$ cat src/verilog/scope_pkg.sv
package scope_pkg;

  // AXI4-Lite register port
  localparam int AXI_ADDR_W = 4;
  localparam int AXI_DATA_W = 32;

  typedef logic [23:0] rgb_t;    // red in [23:16], blue in [7:0]
  typedef logic [11:0] coord_t;  // pixel column or row
  typedef logic [7:0]  sample_t; // raw adc code

  // gain register layout
  localparam int GAIN_SHIFT_W = 2; // shift amount in gain[1:0]
  localparam int GAIN_UP_BIT  = 2; // 1 = shift left (zoom in)

  typedef logic [GAIN_UP_BIT:0] gain_t;

  // register byte offsets
  localparam logic [AXI_ADDR_W-1:0] REG_WAVE_COLOR = 4'h0;
  localparam logic [AXI_ADDR_W-1:0] REG_TRIG_ROW   = 4'h4;
  localparam logic [AXI_ADDR_W-1:0] REG_GAIN       = 4'h8;
  localparam logic [AXI_ADDR_W-1:0] REG_ID         = 4'hC;

  localparam logic [AXI_DATA_W-1:0] SCOPE_ID = 32'h5c09_e001;

  localparam logic [1:0] RESP_OKAY   = 2'b00;
  localparam logic [1:0] RESP_SLVERR = 2'b10;

  localparam rgb_t WAVE_COLOR_RST = 24'hff0000; // red trace after reset
  localparam rgb_t TRIG_COLOR     = 24'h0000ff; // blue trigger line

endpackage

$ cat src/verilog/scope_if.sv
`timescale 1ns/100ps

interface scope_cfg_if;
  import scope_pkg::*;

  rgb_t   wave_color; // trace colour
  coord_t trig_row;   // row of trigger line
  gain_t  gain;       // direction bit + shift amount

  modport cfg (
    output wave_color,
    output trig_row,
    output gain
  );

  modport user (
    input wave_color,
    input trig_row,
    input gain
  );
endinterface

interface video_pos_if;
  import scope_pkg::*;

  logic   hs;
  logic   vs;
  logic   de;
  rgb_t   data;
  coord_t x; // column of this pixel
  coord_t y; // row of this pixel

  modport src (output hs, output vs, output de, output data, output x, output y);
  modport snk (input hs, input vs, input de, input data, input x, input y);
endinterface

$ cat src/verilog/wave_overlay.sv
`timescale 1ns/100ps

module wave_overlay #(
  parameter int WIN_X0    = 442,
  parameter int WIN_Y0    = 9,
  parameter int WIN_Y1    = 1075,
  parameter int TRACE_MID = 541,
  parameter int ADDR_W    = 10
) (
  input  logic               pclk,
  input  logic               rst_n,
  video_pos_if.snk           vi,
  scope_cfg_if.user          cfg,
  output logic [ADDR_W-1:0]  o_rd_addr,
  input  scope_pkg::sample_t i_rd_data,
  output logic               o_hs,
  output logic               o_vs,
  output logic               o_de,
  output scope_pkg::rgb_t    o_data,
  output logic               o_frame_done
);
  import scope_pkg::*;

  localparam coord_t X_FIRST = coord_t'(WIN_X0);
  localparam coord_t X_LAST  = coord_t'(WIN_X0 + (1 << ADDR_W) - 1);
  localparam coord_t Y_FIRST = coord_t'(WIN_Y0);
  localparam coord_t Y_LAST  = coord_t'(WIN_Y1);
  localparam logic signed [12:0] MID_S = 13'(TRACE_MID);
  localparam logic signed [12:0] Y0_S  = 13'(WIN_Y0);
  localparam logic signed [12:0] Y1_S  = 13'(WIN_Y1);

  logic   in_win;
  logic   at_first;
  logic   at_last;
  coord_t col_off;

  // stage 1 lines up with the ram data
  logic   hs_d, vs_d, de_d;
  logic   win_d, first_d, last_d;
  rgb_t   pix_d;
  coord_t y_d;
  coord_t prev_row; // trace row of the column before

  sample_t                  level;
  logic signed [12:0]       diff;
  logic signed [12:0]       scaled;
  logic signed [12:0]       row_s;
  logic [GAIN_SHIFT_W-1:0]  shamt;
  coord_t                   cur_row;
  coord_t                   prev_sel;
  coord_t                   row_lo;
  coord_t                   row_hi;
  rgb_t                     pix_sel;

  assign in_win = vi.de && (vi.x >= X_FIRST) && (vi.x <= X_LAST) &&
                  (vi.y >= Y_FIRST) && (vi.y <= Y_LAST);
  assign at_first  = (vi.x == X_FIRST);
  assign at_last   = in_win && (vi.x == X_LAST) && (vi.y == Y_LAST);
  assign col_off   = vi.x - X_FIRST;
  assign o_rd_addr = col_off[ADDR_W-1:0]; // column offset in window

  always_ff @(posedge pclk or negedge rst_n) begin
    if (!rst_n) begin
      hs_d    <= 1'b0;
      vs_d    <= 1'b0;
      de_d    <= 1'b0;
      win_d   <= 1'b0;
      first_d <= 1'b0;
      last_d  <= 1'b0;
    end else begin
      hs_d    <= vi.hs;
      vs_d    <= vi.vs;
      de_d    <= vi.de;
      win_d   <= in_win;
      first_d <= at_first;
      last_d  <= at_last;
    end
  end

  always_ff @(posedge pclk) begin
    pix_d <= vi.data;
    y_d   <= vi.y;
  end

  // sample to screen row; high codes sit near the top
  always_comb begin
    level = 8'd255 - i_rd_data;
    diff  = $signed({5'b0, level}) - 13'sd128;
    shamt = cfg.gain[GAIN_SHIFT_W-1:0];
    if (cfg.gain[GAIN_UP_BIT]) scaled = diff <<< shamt;
    else scaled = diff >>> shamt;
    row_s = MID_S + scaled;
    if (row_s < Y0_S) cur_row = Y_FIRST; // clamp to window
    else if (row_s > Y1_S) cur_row = Y_LAST;
    else cur_row = coord_t'(row_s);
  end

  assign prev_sel = first_d ? cur_row : prev_row; // no left neighbour at column 0
  assign row_lo   = (prev_sel < cur_row) ? prev_sel : cur_row;
  assign row_hi   = (prev_sel < cur_row) ? cur_row : prev_sel;

  always_comb begin
    if (win_d && (y_d >= row_lo) && (y_d <= row_hi)) pix_sel = cfg.wave_color;
    else if (win_d && (y_d == cfg.trig_row)) pix_sel = TRIG_COLOR;
    else pix_sel = pix_d;
  end

  always_ff @(posedge pclk) begin
    if (win_d) prev_row <= cur_row;
  end

  always_ff @(posedge pclk or negedge rst_n) begin
    if (!rst_n) begin
      o_hs         <= 1'b0;
      o_vs         <= 1'b0;
      o_de         <= 1'b0;
      o_data       <= '0;
      o_frame_done <= 1'b0;
    end else begin
      o_hs         <= hs_d;
      o_vs         <= vs_d;
      o_de         <= de_d;
      o_data       <= pix_sel;
      o_frame_done <= last_d; // last window pixel of the frame
    end
  end

endmodule

$ cat src/flat_wrapper.sv
// flat-port wrapper written by rule: the top's interface ports become plain ports
module wave_overlay_flat import scope_pkg::*;
#(
  parameter int WIN_X0    = 442,
  parameter int WIN_Y0    = 9,
  parameter int WIN_Y1    = 1075,
  parameter int TRACE_MID = 541,
  parameter int ADDR_W    = 10
)
  (pclk, rst_n, o_rd_addr, i_rd_data, o_hs, o_vs, o_de, o_data, o_frame_done, vi_hs, vi_vs, vi_de, vi_data, vi_x, vi_y, cfg_wave_color, cfg_trig_row, cfg_gain);
  video_pos_if vi_i ();
  scope_cfg_if cfg_i ();
  input  logic pclk;
  input  logic rst_n;
  output logic [ADDR_W-1:0] o_rd_addr;
  input  scope_pkg::sample_t i_rd_data;
  output logic o_hs;
  output logic o_vs;
  output logic o_de;
  output scope_pkg::rgb_t o_data;
  output logic o_frame_done;
  input wire logic [$bits(vi_i.hs)-1:0] vi_hs;
  input wire logic [$bits(vi_i.vs)-1:0] vi_vs;
  input wire logic [$bits(vi_i.de)-1:0] vi_de;
  input wire logic [$bits(vi_i.data)-1:0] vi_data;
  input wire logic [$bits(vi_i.x)-1:0] vi_x;
  input wire logic [$bits(vi_i.y)-1:0] vi_y;
  input wire logic [$bits(cfg_i.wave_color)-1:0] cfg_wave_color;
  input wire logic [$bits(cfg_i.trig_row)-1:0] cfg_trig_row;
  input wire logic [$bits(cfg_i.gain)-1:0] cfg_gain;
  assign vi_i.hs = vi_hs;
  assign vi_i.vs = vi_vs;
  assign vi_i.de = vi_de;
  assign vi_i.data = vi_data;
  assign vi_i.x = vi_x;
  assign vi_i.y = vi_y;
  assign cfg_i.wave_color = cfg_wave_color;
  assign cfg_i.trig_row = cfg_trig_row;
  assign cfg_i.gain = cfg_gain;
  wave_overlay #(.WIN_X0(WIN_X0), .WIN_Y0(WIN_Y0), .WIN_Y1(WIN_Y1), .TRACE_MID(TRACE_MID), .ADDR_W(ADDR_W)) u_core (.pclk(pclk), .rst_n(rst_n), .vi(vi_i), .cfg(cfg_i), .o_rd_addr(o_rd_addr), .i_rd_data(i_rd_data), .o_hs(o_hs), .o_vs(o_vs), .o_de(o_de), .o_data(o_data), .o_frame_done(o_frame_done));
endmodule
$ cat config.mk
export PLATFORM = sky130hd
export DESIGN_NAME = wave_overlay_flat
export DESIGN_NICKNAME = d
export VERILOG_FILES = /design/src/verilog/scope_pkg.sv /design/src/verilog/scope_if.sv /design/src/verilog/wave_overlay.sv /design/src/flat_wrapper.sv
export SDC_FILE = /design/constraint.sdc
export NUM_CORES = 1
export LEC_CHECK = 0
export BUFFER_PORTS_ARGS = -buffer_cell sky130_fd_sc_hd__buf_2
export CELL_PAD_IN_SITES_DETAIL_PLACEMENT = 1
export CELL_PAD_IN_SITES_GLOBAL_PLACEMENT = 1
export CORE_MARGIN = 2
export CORE_UTILIZATION = 30
export DETAILED_ROUTE_END_ITERATION = 10
export PLACE_DENSITY = 0.64
export SKIP_LAST_GASP = 1
export SLEW_MARGIN = 0
export SYNTH_ARGS = -nofsm -noshare
export SYNTH_HDL_FRONTEND = slang
export SYNTH_SLANG_ARGS = --single-unit
$ cat constraint.sdc
create_clock -name pclk -period 10.2 [get_ports pclk]
set_clock_uncertainty 0.05 [all_clocks]
set_input_delay 0.51 -clock pclk [delete_from_list [all_inputs] [get_ports pclk]]
set_output_delay 0.51 -clock pclk [all_outputs]
set_load 0.01 [all_outputs]
Word level (Yosys, flattened, before mapping)
Index checks and enable logic that the tools add are counted.
- bits in registers: 82
- input bits: 100
- output and inout bits: 38
- add/sub/neg operators: 4
- magnitude comparators: 9
- eq/ne operators: 4
- shifts and indexed selects: 2
- muxes and demuxes: 8
- reduce and logical (&&, ||, !) cells: 9
- operator list (cell ; count):
    $mux W12 ; 5
    $mux W24 ; 2
    $eq A12 B11 Y1 const B ; 2
    $le A12 B11 Y1 const B ; 2
    $add A11 B13 Y13 const A ; 1
    $gt A13 B12 Y1 const B ; 1
    $lt A13 B5 Y1 const B ; 1
    $mux W13 ; 1
    $sshl A13 B2 Y13 ; 1
    $sshr A13 B2 Y13 ; 1
    $eq A12 B12 Y1 ; 1
    $eq A12 B9 Y1 const B ; 1
    $ge A12 B12 Y1 ; 1
    $ge A12 B4 Y1 const B ; 1
    $ge A12 B9 Y1 const B ; 1
    $le A12 B12 Y1 ; 1
    $lt A12 B12 Y1 ; 1
    $sub A10 B9 Y10 const B ; 1
    $logic_and A1 B1 Y1 ; 9
    $sub A8 B8 Y9 const B ; 1
    $sub A8 B8 Y8 const A ; 1

Logic depth before layout (Yosys ltp)
Gate-level depths: netlist (run 1).
- word-level depth: 15
- depth in mapped cells: 36
- depth with buffers taken out: 31

Worst setup path after synthesis (run 1)
OpenSTA, ideal clock, no wires.
- path type: input to register
- start point: input port cfg_gain[2]
- end point: register u_core.o_data[4]
- library setup time: 0.125 ns
- data arrival time: 7.510 ns
- path slack: 2.515 ns
- stages on the path: 33
- path buffers: 4
- cells stage by stage: buf_2 buf_4 nor4b_1 a211o_1 ha_1 inv_1 or4_1 and3_1 a31o_2 a21bo_4 a21oi_2 mux2_2 ha_1 nor2b_1 o21ai_0 a21oi_1 o211a_1 a2111oi_4 and2_1 buf_2 nand2_1 o21ai_0 ha_1 nand2b_1 a21o_1 a21o_1 a21oi_1 nor2b_1 o21ai_0 a211oi_1 o41ai_1 buf_2 mux2_2
- longest elaborated chain between the ends: 12
- elaborated cells on any way between the ends: 15
- those cells by class: 1 x add/sub; 5 x order compare; 7 x mux; 2 x reduce/logical
- ends and longest elaborated chain (what ; RTL line ; text):
    from (decl) ; flat_wrapper.sv:30 ; input wire logic [$bits(cfg_i.gain)-1:0] cfg_gain;
    $mux W13 (*) ; wave_overlay.sv:90 ; if (cfg.gain[GAIN_UP_BIT]) scaled = diff <<< shamt;
    $add A11 B13 Y13 (*) ; wave_overlay.sv:92 ; row_s = MID_S + scaled;
    $gt A13 B12 Y1 ; wave_overlay.sv:94 ; else if (row_s > Y1_S) cur_row = Y_LAST;
    $mux W12 ; wave_overlay.sv:94 ;
    $mux W12 (*) ; wave_overlay.sv:93 ; if (row_s < Y0_S) cur_row = Y_FIRST;
    net u_core.cur_row[6] ; wave_overlay.sv:49 ; coord_t cur_row;
    $mux W12 ; wave_overlay.sv:98 ; assign prev_sel = first_d ? cur_row : prev_row;
    $lt A12 B12 Y1 ; wave_overlay.sv:99, wave_overlay.sv:100 ;
    $mux W12 ; wave_overlay.sv:99 ; assign row_lo = (prev_sel < cur_row) ? prev_sel : cur_row;
    $ge A12 B12 Y1 ; wave_overlay.sv:103 ; if (win_d && (y_d >= row_lo) && (y_d <= row_hi)) pix_sel = cfg.wave_color;
    $logic_and A1 B1 Y1 ; wave_overlay.sv:103 ;
    $logic_and A1 B1 Y1 (*) ; wave_overlay.sv:103 ;
    $mux W24 (*) ; wave_overlay.sv:103 ;
    net u_core.pix_sel[4] ; wave_overlay.sv:53 ; rgb_t pix_sel;
    to (signal assigned) ; wave_overlay.sv:123 ; o_data <= pix_sel;
    to (decl) ; wave_overlay.sv:19 ; output scope_pkg::rgb_t o_data,
The timed path passes the listed nets; every way through them passes the cells marked *.
A chain may end at the register's enable or synchronous reset.

Worst setup path after layout (run 1)
- start point: input port cfg_gain[0]
- end point: register u_core.o_data[2]
- longest elaborated chain between the ends: 13
- elaborated cells on any way between the ends: 17
- those cells by class: 1 x add/sub; 5 x order compare; 2 x shift; 7 x mux; 2 x reduce/logical
- ends and longest elaborated chain (what ; RTL line):
    $sshr A13 B2 Y13 / $sshl A13 B2 Y13 (equally long branches) ; wave_overlay.sv:91, wave_overlay.sv:90
    $mux W13 (*) ; wave_overlay.sv:90
    $add A11 B13 Y13 (*) ; wave_overlay.sv:92
    $gt A13 B12 Y1 ; wave_overlay.sv:94
    $mux W12 ; wave_overlay.sv:94
    $mux W12 (*) ; wave_overlay.sv:93
    net u_core.cur_row[6] ; wave_overlay.sv:49
    $mux W12 ; wave_overlay.sv:98
    $lt A12 B12 Y1 ; wave_overlay.sv:99, wave_overlay.sv:100
    $mux W12 ; wave_overlay.sv:99
    $ge A12 B12 Y1 ; wave_overlay.sv:103
    $logic_and A1 B1 Y1 ; wave_overlay.sv:103
    $logic_and A1 B1 Y1 (*) ; wave_overlay.sv:103
    $mux W24 (*) ; wave_overlay.sv:103
    net u_core.pix_sel[2] ; wave_overlay.sv:53
Marked as above.

==> results of run 1 <==
-- registers in the layout, indices dropped and copies added (netlist names), 12 cells and up --
name	cells
u_core.o_data	24
u_core.pix_d	24
u_core.prev_row	12
u_core.y_d	12
-- per-stage QoR --
| stage | hold slack (ns) | utilization | instance area (sq um) | cells |
|---|---|---|---|---|
| floorplan | 0.164 | - | 5100 | 514 |
| global placement | 0.283 | 0.360 | 5970 | 855 |
| detailed placement | 0.286 | 0.360 | 5970 | 855 |
| CTS | 0.201 | 0.379 | 6280 | 871 |
| global route | 0.201 | 0.379 | 6280 | 871 |
| finish | 0.208 | 0.379 | 6280 | 871 |
-- cell type report --
type                       instances  area (sq um)
clock buffer                       9           225
clock inverter                     7          83.8
fill                            1964         10300
inverter                          38           143
multi-input combinational        377          2930
sequential                        82          1930
tap                              220           275
timing repair buffer             138           693
-- routing by layer --
| layer | global-route usage | share of wire | up-vias |
|---|---|---|---|
| li1 | - | - | 2091 |
| met1 | 0.199 | 0.44 | 2035 |
| met2 | 0.277 | 0.49 | 105 |
| met3 | 0.0397 | 0.057 | 13 |
| met4 | 0.0392 | 0.014 | 0 |
| met5 | 0 | 0 | - |
-- cell usage after synthesis, drive strengths merged, types with 7 or more instances --
| library cell | n |
|---|---|
| xnor2 | 14 |
| nand2 | 33 |
| ha | 38 |
| o21ai | 23 |
| nand3 | 11 |
| xor2 | 11 |
| inv | 38 |
| mux2i | 40 |
| buf | 14 |
| and2 | 7 |
| mux2 | 17 |
| nor2 | 31 |
| nand2b | 19 |
| edfxtp | 12 |
| nand4 | 10 |
| a21oi | 22 |
| nor2b | 11 |
| dfrtp | 34 |
| dfxtp | 36 |
| nor3 | 9 |
-- logic make-up after synthesis --
group	share of synthesized area
and+or+nand+nor	0.161
AOI/OAI and AO/OA	0.153
DFF	0.379
muxes	0.122
buffers and inverters	0.0483
adders and majority gates	0.0932
xor gates and xnor gates	0.0429
other	0.00147
-- power groups by stage --
stage	combinational (mW)	sequential [mW]	clock, mW
finish	0.213	0.354	0.337
global route	0.239	0.355	0.360
CTS	0.215	0.354	0.348
detailed placement	0.213	0.360	0
global placement	0.205	0.360	0
floorplan	0.138	0.362	0
-- critical path: cells and delay by family --
| kind | cells | cell delay (ns) |
|---|---|---|
| AO/OA/AOI/OAI | 15 | 3.29 |
| adder cells (fa/ha/maj) | 3 | 0.94 |
| buffers and inverters | 3 | 0.98 |
| multiplexers | 3 | 1.02 |
| AND/OR/NAND/NOR | 6 | 1.76 |
-- how the worst min path moves through the flow --
stage,from,end
final,rst_n,u_core.last_d$_DFF_PN0_
after global routing,vi_data[15],u_core.pix_d[15]$_DFF_P_
after CTS,vi_data[6],u_core.pix_d[6]$_DFF_P_
after detailed placement,u_core.de_d$_DFF_PN0_,u_core.o_de$_DFF_PN0_
after global placement,u_core.hs_d$_DFF_PN0_,u_core.o_hs$_DFF_PN0_
after floorplan,rst_n,u_core.de_d$_DFF_PN0_
==> reports/metrics.csv, run 1 <==
stage;metric;value;unit
final_layout;nets;784;
min_path;HP Class;primary input to asynchronous set/reset pin;
synth;number of synthesized flops with an enable pin;12;
detailed_routing;Post-Route WL;14.2;mm
critical_path;Worst EP required;10.37;ns
detailed_routing;DRT Pass-1 Iters;4;
detailed_routing;final antenna-violating net count;0;
floorplan;Die H;134;um
synth;Post-synth ARST share;0.415;
global_route;initial antenna violation count;0;
global_route;Total GRT Usage;0.160;
final_layout;n_diodes;0;
synth;Synth area leaders;dfrtp_1 17%, dfxtp_1 14%, ha_1 9.3%;
timing;Worst Tran Pin Value;1.12;ns
clocking;CTS Buffer Depth;2;
critical_path;R2R Path End;u_core.o_data[2]$_DFF_PN0_;
power_and_ir_drop;Net Switching;0.272;mW
timing;final worst-path cycle share;0.820;
timing;setup ws final;1.84;ns
floorplan;Ports;138;
synth;Cells after Synth;514;
critical_path;Reg-to-Reg Start;u_core.first_d$_DFF_PN0_;
power_and_ir_drop;Lkg Pwr;3.09;nW
timing;Fin Setup TNS;0;ns
detailed_routing;vias;4244;
placement;hpwl dp;11.1;mm
floorplan;Site Rows;47;
final_layout;layout cell share with drive strength beyond 1;0.304;
detailed_routing;number of DRC markers in iteration 0;176;
synth;synthesized cell area;5100;sq um
placement;GPL Wtd Cong;0.866;
critical_path;Worst Setup SP;cfg_gain[0];
final_layout;commonest non-fill, non-tap cells in the layout;137 x buf_2, 39 x mux2i_1, 38 x ha_1;
critical_path;worst reg-to-reg setup slack;3.92;ns
status;status;finished clean;
timing;relative slew slack;0.254;
clocking;CTS tree;yes;
critical_path;startpoint types;primary input;
power_and_ir_drop;share of total power in the clock network;0.373;
power_and_ir_drop;peak supply drop;0.0905;mV
synth;Syn Nets;652;
final_layout;most common cell after layout, fill and taps aside;buf_2;
floorplan;Initial Utilization;0.308;
placement;Setup WS pre-CTS;1.50;ns
critical_path;R2R cell count;21;
timing;setup violators final;0;
floorplan;Die Area;18100;sq um
critical_path;Crit Path Max Fanout;33;
critical_path;Worst setup EP type;flip-flop;
power_and_ir_drop;Internal;0.632;mW
detailed_routing;DRC;0;
clocking;total CTS buffers;9;
timing;Fin. Hold Viols;0;
clocking;post-cts hold buffer count;0;
clocking;Sink Count;82;
critical_path;slowest cell on the critical path;and2_1;
global_route;first-pass GRT wire length;23.1;mm
timing;fmax;120;MHz
floorplan;chip width;134;um
critical_path;crit path kind;primary input to flip-flop;
synth;leading area contributor after synthesis;dfrtp_1;
global_route;vias in the first global route;4607;
job;max-cap violations;0;
critical_path;CP max stage delay;0.65;ns
synth;Netlist cell types;72;
clocking;clk root buf;clkbuf_16;
timing;Slew Limit Fails;0;
power_and_ir_drop;combinational group share of total power;0.235;
power_and_ir_drop;Final Total Pwr;0.904;mW
synth;post-synth top area share;0.167;
synth;Synth warnings;0;
detailed_routing;drt wl/cell;16.3;um
placement;port buffer count;137;
clocking;clock slew at reported path FFs;0.07;ns
clocking;htree depth;3;
synth;Mapped Avg Cell Area;9.93;sq um
timing;minimum clock period;8.36;ns
clocking;PostCTS Resize Cnt;0;
synth;register area share after synthesis;0.379;
detailed_routing;vias per std cell;4.87;
critical_path;CP arrival;8.53;ns
power_and_ir_drop;PwrDens;144;nW/um^2
global_route;Overflow after GRT;0;
global_route;pin count of the biggest net entering global routing;35;
synth;Synth Flop Type;dfxtp_1;
critical_path;crit path to;u_core.o_data[2]$_DFF_PN0_;
clocking;post-CTS setup buffer count;0;
power_and_ir_drop;Flop pwr share;0.391;
power_and_ir_drop;switch share;0.301;
floorplan;core area;16600;sq um
synth;register bit total from synthesis;82;
final_layout;Area growth, synth to finish;23.1;%
clocking;later-pin clock latency in the skew report;0.34;ns
timing;unrepaired setup endpoints after global routing;false;
Power figures use the tool's default switching activity.
==> inputs of run 2 (changes only) <==
- ABC_AREA: default -> 1
- PLACE_DENSITY: 0.64 -> 0.7
- clock period: 10.2 -> 7.3 ns (I/O delays scaled with it)
==> run 2 against run 1 <==
Non-clock buffer count up 3. Power up 46%. Die area about the same. Combinational power up 52%. Synthesized cell count up 32%. Utilization up 0.27 points. Critical endpoint is now u_core.o_data[4]$_DFF_PN0_. Highest routed layer unchanged.
==> reports/metrics.csv, run 2 <==
stage;metric;value;unit;change
status;status;finished clean;;unchanged
final_layout;layout cell share with drive strength beyond 1;0.254;;was 0.304
critical_path;Reg-to-Reg Start;u_core.first_d$_DFF_PN0_;;unchanged
clocking;CTS Buffer Depth;2;;unchanged
synth;number of synthesized flops with an enable pin;12;;unchanged
placement;area of placed instances;5990;sq um;was 5970 sq um
synth;Synth top cells by count;184 x nand2_1, 82 x nand3_1, 79 x inv_1;;was 39 x mux2i_1, 38 x ha_1, 37 x inv_1
power_and_ir_drop;PwrDens;209;nW/um^2;was 144 nW/um^2
detailed_routing;drt wl/cell;14.3;um;was 16.3 um
timing;unrepaired setup endpoints after global routing;false;;unchanged
floorplan;Ports;138;;unchanged
min_path;HP Class;primary input to asynchronous set/reset pin;;unchanged
detailed_routing;number of DRC markers in iteration 0;149;;was 176
timing;Fin Setup TNS;0;ns;unchanged
timing;final worst-path cycle share;0.833;;
floorplan;Die Area;18100;sq um;about the same
placement;hpwl dp;11.9;mm;was 11.1 mm
detailed_routing;DRT Pass-1 Iters;4;;unchanged
clocking;htree depth;3;;unchanged
synth;Post-synth ARST share;0.415;;unchanged
synth;Synth Flop Type;dfxtp_1;;unchanged
critical_path;CP arrival;6.27;ns;was 8.53 ns
global_route;Overflow after GRT;0;;unchanged
final_layout;most common cell after layout, fill and taps aside;nand2_1;;was buf_2
final_layout;fill cell count;2122;;was 1964
global_route;first-pass GRT wire length;24.7;mm;was 23.1 mm
floorplan;chip width;134;um;about the same
synth;most numerous cell in the Yosys netlist;nand2_1;;was mux2i_1
synth;Synth warnings;0;;unchanged
floorplan;Die H;134;um;about the same
synth;Synth area leaders;dfrtp_1 17%, dfxtp_1 14%, nand2_1 14%;;was dfrtp_1 17%, dfxtp_1 14%, ha_1 9.3%
synth;leading area contributor after synthesis;dfrtp_1;;unchanged
clocking;clk root buf;clkbuf_16;;unchanged
power_and_ir_drop;Lkg Pwr;3.41;nW;was 3.09 nW
floorplan;Site Rows;47;;unchanged
clocking;Sink Count;82;;unchanged
timing;Hold WS;0.0580;ns;was 0.208 ns
synth;synthesized cell area;5100;sq um;about the same
timing;Fin. Hold Viols;0;;unchanged
final_layout;Area growth, synth to finish;24.0;%;was 23.1%
final_layout;nets;949;;was 784
floorplan;Initial Utilization;0.308;;about the same
power_and_ir_drop;peak supply drop;0.156;mV;was 0.0905 mV
critical_path;slowest cell on the critical path;a21oi_4;;was and2_1
synth;register area share after synthesis;0.379;;about the same
power_and_ir_drop;switch share;0.311;;was 0.301
clocking;later-pin clock latency in the skew report;0.34;ns;about the same
global_route;Total GRT Usage;0.170;;was 0.160
clocking;CTS tree;yes;;unchanged
critical_path;R2R Path End;u_core.o_data[4]$_DFF_PN0_;;was u_core.o_data[2]$_DFF_PN0_
detailed_routing;vias;4802;;was 4244
power_and_ir_drop;combinational group share of total power;0.245;;was 0.235
timing;Worst Tran Pin Value;0.802;ns;was 1.12 ns
critical_path;startpoint types;primary input;;unchanged
critical_path;Worst setup EP type;flip-flop;;unchanged
detailed_routing;Post-Route WL;14.8;mm;was 14.2 mm
timing;Slew Limit Fails;0;;unchanged
final_layout;Storage cell area;1930;sq um;unchanged
detailed_routing;DRC;0;;unchanged
global_route;pin count of the biggest net entering global routing;49;;was 35
critical_path;worst reg-to-reg setup slack;2.10;ns;was 3.92 ns
placement;GPL Wtd Cong;0.790;;was 0.866
power_and_ir_drop;Net Switching;0.411;mW;was 0.272 mW
global_route;initial antenna violation count;1;;was 0
timing;setup violators final;0;;unchanged
final_layout;largest registers;u_core.o_data: 24 flops, u_core.pix_d: 24 flops;;unchanged
detailed_routing;final antenna-violating net count;0;;unchanged
critical_path;R2R cell count;24;;was 21
critical_path;CP max stage delay;0.52;ns;was 0.65 ns
timing;minimum clock period;6.08;ns;
floorplan;core area;16600;sq um;unchanged
critical_path;most used cell, CP;nand2_1;;
clocking;PostCTS Resize Cnt;0;;unchanged
global_route;vias in the first global route;4984;;was 4607
power_and_ir_drop;Internal;0.911;mW;was 0.632 mW
placement;port buffer count;137;;unchanged
detailed_routing;vias per std cell;4.63;;was 4.87
synth;Cells after Synth;676;;was 514
synth;register bit total from synthesis;82;;unchanged
power_and_ir_drop;share of total power in the clock network;0.382;;was 0.373
synth;post-synth top area share;0.167;;about the same
synth;Syn Nets;814;;was 652
final_layout;commonest non-fill, non-tap cells in the layout;184 x nand2_1, 137 x buf_2, 82 x nand3_1;;was 137 x buf_2, 39 x mux2i_1, 38 x ha_1
power_and_ir_drop;Flop pwr share;0.373;;was 0.391
clocking;post-CTS setup buffer count;0;;unchanged
synth;Netlist cell types;45;;was 72
timing;fmax;165;MHz;
critical_path;Worst EP required;7.50;ns;was 10.37 ns
timing;relative slew slack;0.465;;was 0.254
clocking;total CTS buffers;9;;unchanged
job;max-cap violations;0;;unchanged
clocking;clock slew at reported path FFs;0.07;ns;about the same
final_layout;multi-input logic area;2740;sq um;was 2930 sq um
synth;Mapped Avg Cell Area;7.55;sq um;was 9.93 sq um
clocking;post-cts hold buffer count;0;;unchanged
final_layout;post-route design area;6330;sq um;was 6280 sq um
critical_path;crit path kind;primary input to flip-flop;;unchanged
critical_path;Crit Path Max Fanout;48;;was 33
## run 2: critical path, delay by kind of cell
kind | cells | cell delay [ns]
adder cells (fa/ha/maj) | 3 | 0.82
AO/OA/AOI/OAI | 10 | 2.18
AND/OR/NAND/NOR | 17 | 1.69
buffers and inverters | 6 | 1.20
## run 2: power by group through the flow
stage               clock network (mW)  logic, mW  registers [mW]
finish                           0.505      0.324           0.493
global route                     0.536      0.376           0.495
CTS                              0.514      0.329           0.494
detailed placement                   0      0.326           0.503
global placement                     0      0.322           0.502
floorplan                            0      0.213           0.506
## run 2: metrics by stage
step	utilization	cells	power [mW]	setup slack (ns)
global placement	0.361	1020	0.824	0.921
global route	0.382	1037	1.41	0.467
CTS	0.381	1036	1.34	1.18
finish	0.382	1037	1.32	1.22
detailed placement	0.361	1020	0.829	0.899
floorplan	-	676	0.719	2.03
## run 2: kinds of logic after synthesis
logic type               after synthesis  synth area share
AO/OA/AOI/OAI                         80            0.0956
buffers and inverters                104            0.0838
AND/OR/NAND/NOR                      358             0.327
flip-flops                            82             0.379
other                                  2           0.00147
adder cells (fa/ha/maj)               38            0.0932
XOR/XNOR                              12            0.0206
## run 2: per-layer routing
metal / vias up / track usage / wire length [um]
met5: - / 0 / 0
met4: 0 / 0.0409 / 168
met3: 13 / 0.0491 / 1110
met2: 114 / 0.289 / 7020
met1: 2184 / 0.213 / 6540
li1: 2491 / - / -
## run 2: cell type report
cell class,instances,area share
clock buffer,9,0.0356
tap,220,0.0435
clock inverter,7,0.0170
timing repair buffer,141,0.113
inverter,87,0.0516
multi-input combinational,490,0.434
antenna,1,0.000395
sequential,82,0.305
## run 2: worst max-delay path by stage
stage	from	end	slack, ns	depth (start not counted)
floorplan	cfg_gain[1]	u_core.o_data[21]$_DFF_PN0_	2.03	39
global placement	cfg_gain[0]	u_core.o_data[23]$_DFF_PN0_	0.92	35
detailed placement	cfg_gain[0]	u_core.o_data[18]$_DFF_PN0_	0.90	36
CTS	cfg_gain[0]	u_core.o_data[4]$_DFF_PN0_	1.18	36
global route	cfg_gain[0]	u_core.o_data[23]$_DFF_PN0_	0.47	36
finish	cfg_gain[0]	u_core.o_data[4]$_DFF_PN0_	1.22	36
==> inputs of run 3 (changes only) <==
- clock period: 7.3 -> 5.4 ns (I/O delays scaled with it)
==> run 3 against run 2 <==
Die area stayed put. Clock power is 26% higher. Via count is 11% higher. Global-route usage is 2.0 points higher. Non-clock buffer count is 75 higher. Register-to-register slack worse by 0.97 ns. Combinational power is 72% higher. Critical path type unchanged. Highest routed layer unchanged.
==> reports/metrics.csv, run 3 (synthesis results as in run 2) <==
stage;metric;value;unit;change
timing;setup ws final;0.196;ns;was 1.22 ns
global_route;initial antenna violation count;0;;was 1
global_route;pin count of the biggest net entering global routing;49;;unchanged
clocking;later-pin clock latency in the skew report;0.35;ns;was 0.34 ns
critical_path;CP arrival;5.38;ns;was 6.27 ns
min_path;HP Class;primary input to flip-flop;;was primary input to asynchronous set/reset pin
placement;Setup WS pre-CTS;-0.424;ns;was 0.899 ns
floorplan;chip width;134;um;unchanged
detailed_routing;DRC;0;;unchanged
clocking;CTS Buffer Depth;2;;unchanged
clocking;total CTS buffers;9;;unchanged
critical_path;Buf/Inv on CP;8;;was 6
critical_path;R2R cell count;24;;unchanged
floorplan;Ports;138;;unchanged
timing;Hold WS;0.00950;ns;was 0.0580 ns
floorplan;core area;16600;sq um;unchanged
critical_path;path length in cells of the critical path;42;;was 36
critical_path;slowest cell on the critical path;a31oi_1;;was a21oi_4
final_layout;Area growth, synth to finish;42.8;%;was 24.0%
global_route;Total GRT Usage;0.190;;was 0.170
timing;minimum clock period;5.20;ns;
power_and_ir_drop;Lkg Pwr;3.83;nW;was 3.41 nW
detailed_routing;vias;5332;;was 4802
final_layout;fin cells;1112;;was 1037
critical_path;crit path to;u_core.o_data[20]$_DFF_PN0_;;was u_core.o_data[4]$_DFF_PN0_
final_layout;most common cell after layout, fill and taps aside;nand2_1;;unchanged
floorplan;Initial Utilization;0.308;;unchanged
detailed_routing;DRT Pass-1 Iters;4;;unchanged
clocking;Sink Count;82;;unchanged
detailed_routing;number of DRC markers in iteration 0;239;;was 149
clocking;htree depth;3;;unchanged
timing;fmax;192;MHz;
global_route;Overflow after GRT;0;;unchanged
placement;port buffer count;137;;unchanged
critical_path;startpoint types;primary input;;unchanged
critical_path;worst reg-to-reg setup slack;1.13;ns;was 2.10 ns
timing;Fin. Hold Viols;0;;unchanged
floorplan;Die H;134;um;unchanged
timing;Slew Limit Fails;0;;unchanged
global_route;vias in the first global route;5567;;was 4984
clocking;clk root buf;clkbuf_16;;unchanged
clocking;CTS tree;yes;;unchanged
critical_path;most used cell, CP;nand2_1;;unchanged
critical_path;crit path kind;primary input to flip-flop;;unchanged
critical_path;Reg-to-Reg Start;u_core.first_d$_DFF_PN0_;;unchanged
detailed_routing;final antenna-violating net count;0;;unchanged
floorplan;Site Rows;47;;unchanged
detailed_routing;drt wl/cell;16.8;um;was 14.3 um
power_and_ir_drop;PwrDens;256;nW/um^2;was 209 nW/um^2
detailed_routing;Post-Route WL;18.7;mm;was 14.8 mm
floorplan;Die Area;18100;sq um;unchanged
power_and_ir_drop;Final Total Pwr;1.86;mW;was 1.32 mW
placement;placed cells;1040;;was 1020
critical_path;Crit Path Max Fanout;13;;was 48
status;status;finished clean;;unchanged
critical_path;Worst Setup SP;cfg_gain[1];;was cfg_gain[0]
final_layout;n_diodes;0;;was 1
detailed_routing;vias per std cell;4.79;;was 4.63
timing;relative slew slack;0.446;;was 0.465
placement;GPL Wtd Cong;0.840;;was 0.790
critical_path;R2R Path End;u_core.o_data[20]$_DFF_PN0_;;was u_core.o_data[4]$_DFF_PN0_
timing;setup violators final;0;;unchanged
final_layout;layout cell share with drive strength beyond 1;0.318;;was 0.254
global_route;first-pass GRT wire length;27.4;mm;was 24.7 mm
critical_path;CP max stage delay;0.26;ns;was 0.52 ns
final_layout;commonest non-fill, non-tap cells in the layout;174 x nand2_1, 136 x buf_2, 78 x inv_1;;was 184 x nand2_1, 137 x buf_2, 82 x nand3_1
critical_path;Worst EP required;5.58;ns;was 7.50 ns
timing;final worst-path cycle share;0.964;;
power_and_ir_drop;peak supply drop;0.213;mV;was 0.156 mV
placement;hpwl dp;12.3;mm;was 11.9 mm
timing;Worst Tran Pin Value;0.831;ns;was 0.802 ns
final_layout;largest registers;u_core.o_data: 24 flops, u_core.pix_d: 24 flops;;unchanged
final_layout;nets;1025;;was 949
clocking;clock slew at reported path FFs;0.07;ns;about the same
critical_path;delay-heaviest family, CP;simple AND/OR/NAND/NOR gates;;was compound AO/OA/AOI/OAI gates
job;max-cap violations;0;;unchanged
critical_path;Worst setup EP type;flip-flop;;unchanged
run 3: worst min-delay path by stage:
| stage | start | end | slack (ns) | cells after the start |
|---|---|---|---|---|
| 2_1_floorplan | rst_n | u_core.de_d$_DFF_PN0_ | -0.08 | 0 |
| 3_3_place_gp | u_core.hs_d$_DFF_PN0_ | u_core.o_hs$_DFF_PN0_ | 0.28 | 0 |
| 3_5_place_dp | u_core.de_d$_DFF_PN0_ | u_core.o_de$_DFF_PN0_ | 0.29 | 0 |
| 4_1_cts | vi_y[5] | u_core.y_d[5]$_DFF_P_ | 0.002 | 1 |
| 5_1_grt | vi_y[11] | u_core.y_d[11]$_DFF_P_ | 0.01 | 1 |
| 6_report | vi_y[5] | u_core.y_d[5]$_DFF_P_ | 0.009 | 1 |
run 3: worst register-to-register path, stage by stage, from the launching register on:
cell,delay (ns)
dfrtp_1,0.35
clkinv_1,0.31
nand2_1,0.23
nand2_1,0.12
ha_4,0.24
a21oi_2,0.12
nor2_1,0.06
a211oi_2,0.17
o221a_2,0.22
nand2_2,0.08
inv_4,0.09
buf_8,0.14
nand3_1,0.11
nand2_1,0.12
ha_4,0.21
a21oi_2,0.13
nor2_1,0.05
a211oi_2,0.25
o21ai_1,0.11
a31oi_1,0.26
o21ai_2,0.12
nand3_4,0.20
clkbuf_16,0.21
nand3_1,0.07
o21ai_0,0.15
run 3: timing repair:
item	CTS	global route
hold endpoints to repair	66	0
pin swaps	0	14
hold buffers	36	0
resized for setup	1	69
setup endpoints to repair	24	24
gates cloned	0	6
setup buffers	0	14
run 3: routing by layer:
metal,global-route usage,vias to the layer above,wire length (um)
li1,-,2649,-
met1,0.221,2513,7510
met2,0.340,139,9460
met3,0.0612,31,1240
met4,0.0450,0,444
met5,0,-,0
run 3: area by class of cell:
cell class                      count  area [sq um]
Fill cell                        2059          9300
Multi-Input combinational cell    491          2970
Sequential cell                    82          1930
Timing Repair Buffer              216          1480
Inverter                           87           332
Tap cell                          220           275
Clock buffer                        9           225
Clock inverter                      7          68.8
run 3: stage by stage:
step,setup TNS (ns),utilization,area (sq um)
6_report,0,0.439,7290
5_1_grt,-2.56,0.439,7290
4_1_cts,0,0.412,6830
3_5_place_dp,-9.27,0.372,6170
3_3_place_gp,-4.21,0.372,6170
2_1_floorplan,0,-,5100
run 3: report_power, final:
group          internal, mW  switching (mW)
logic                 0.234           0.323
clock network         0.358           0.278
registers             0.655          0.0163
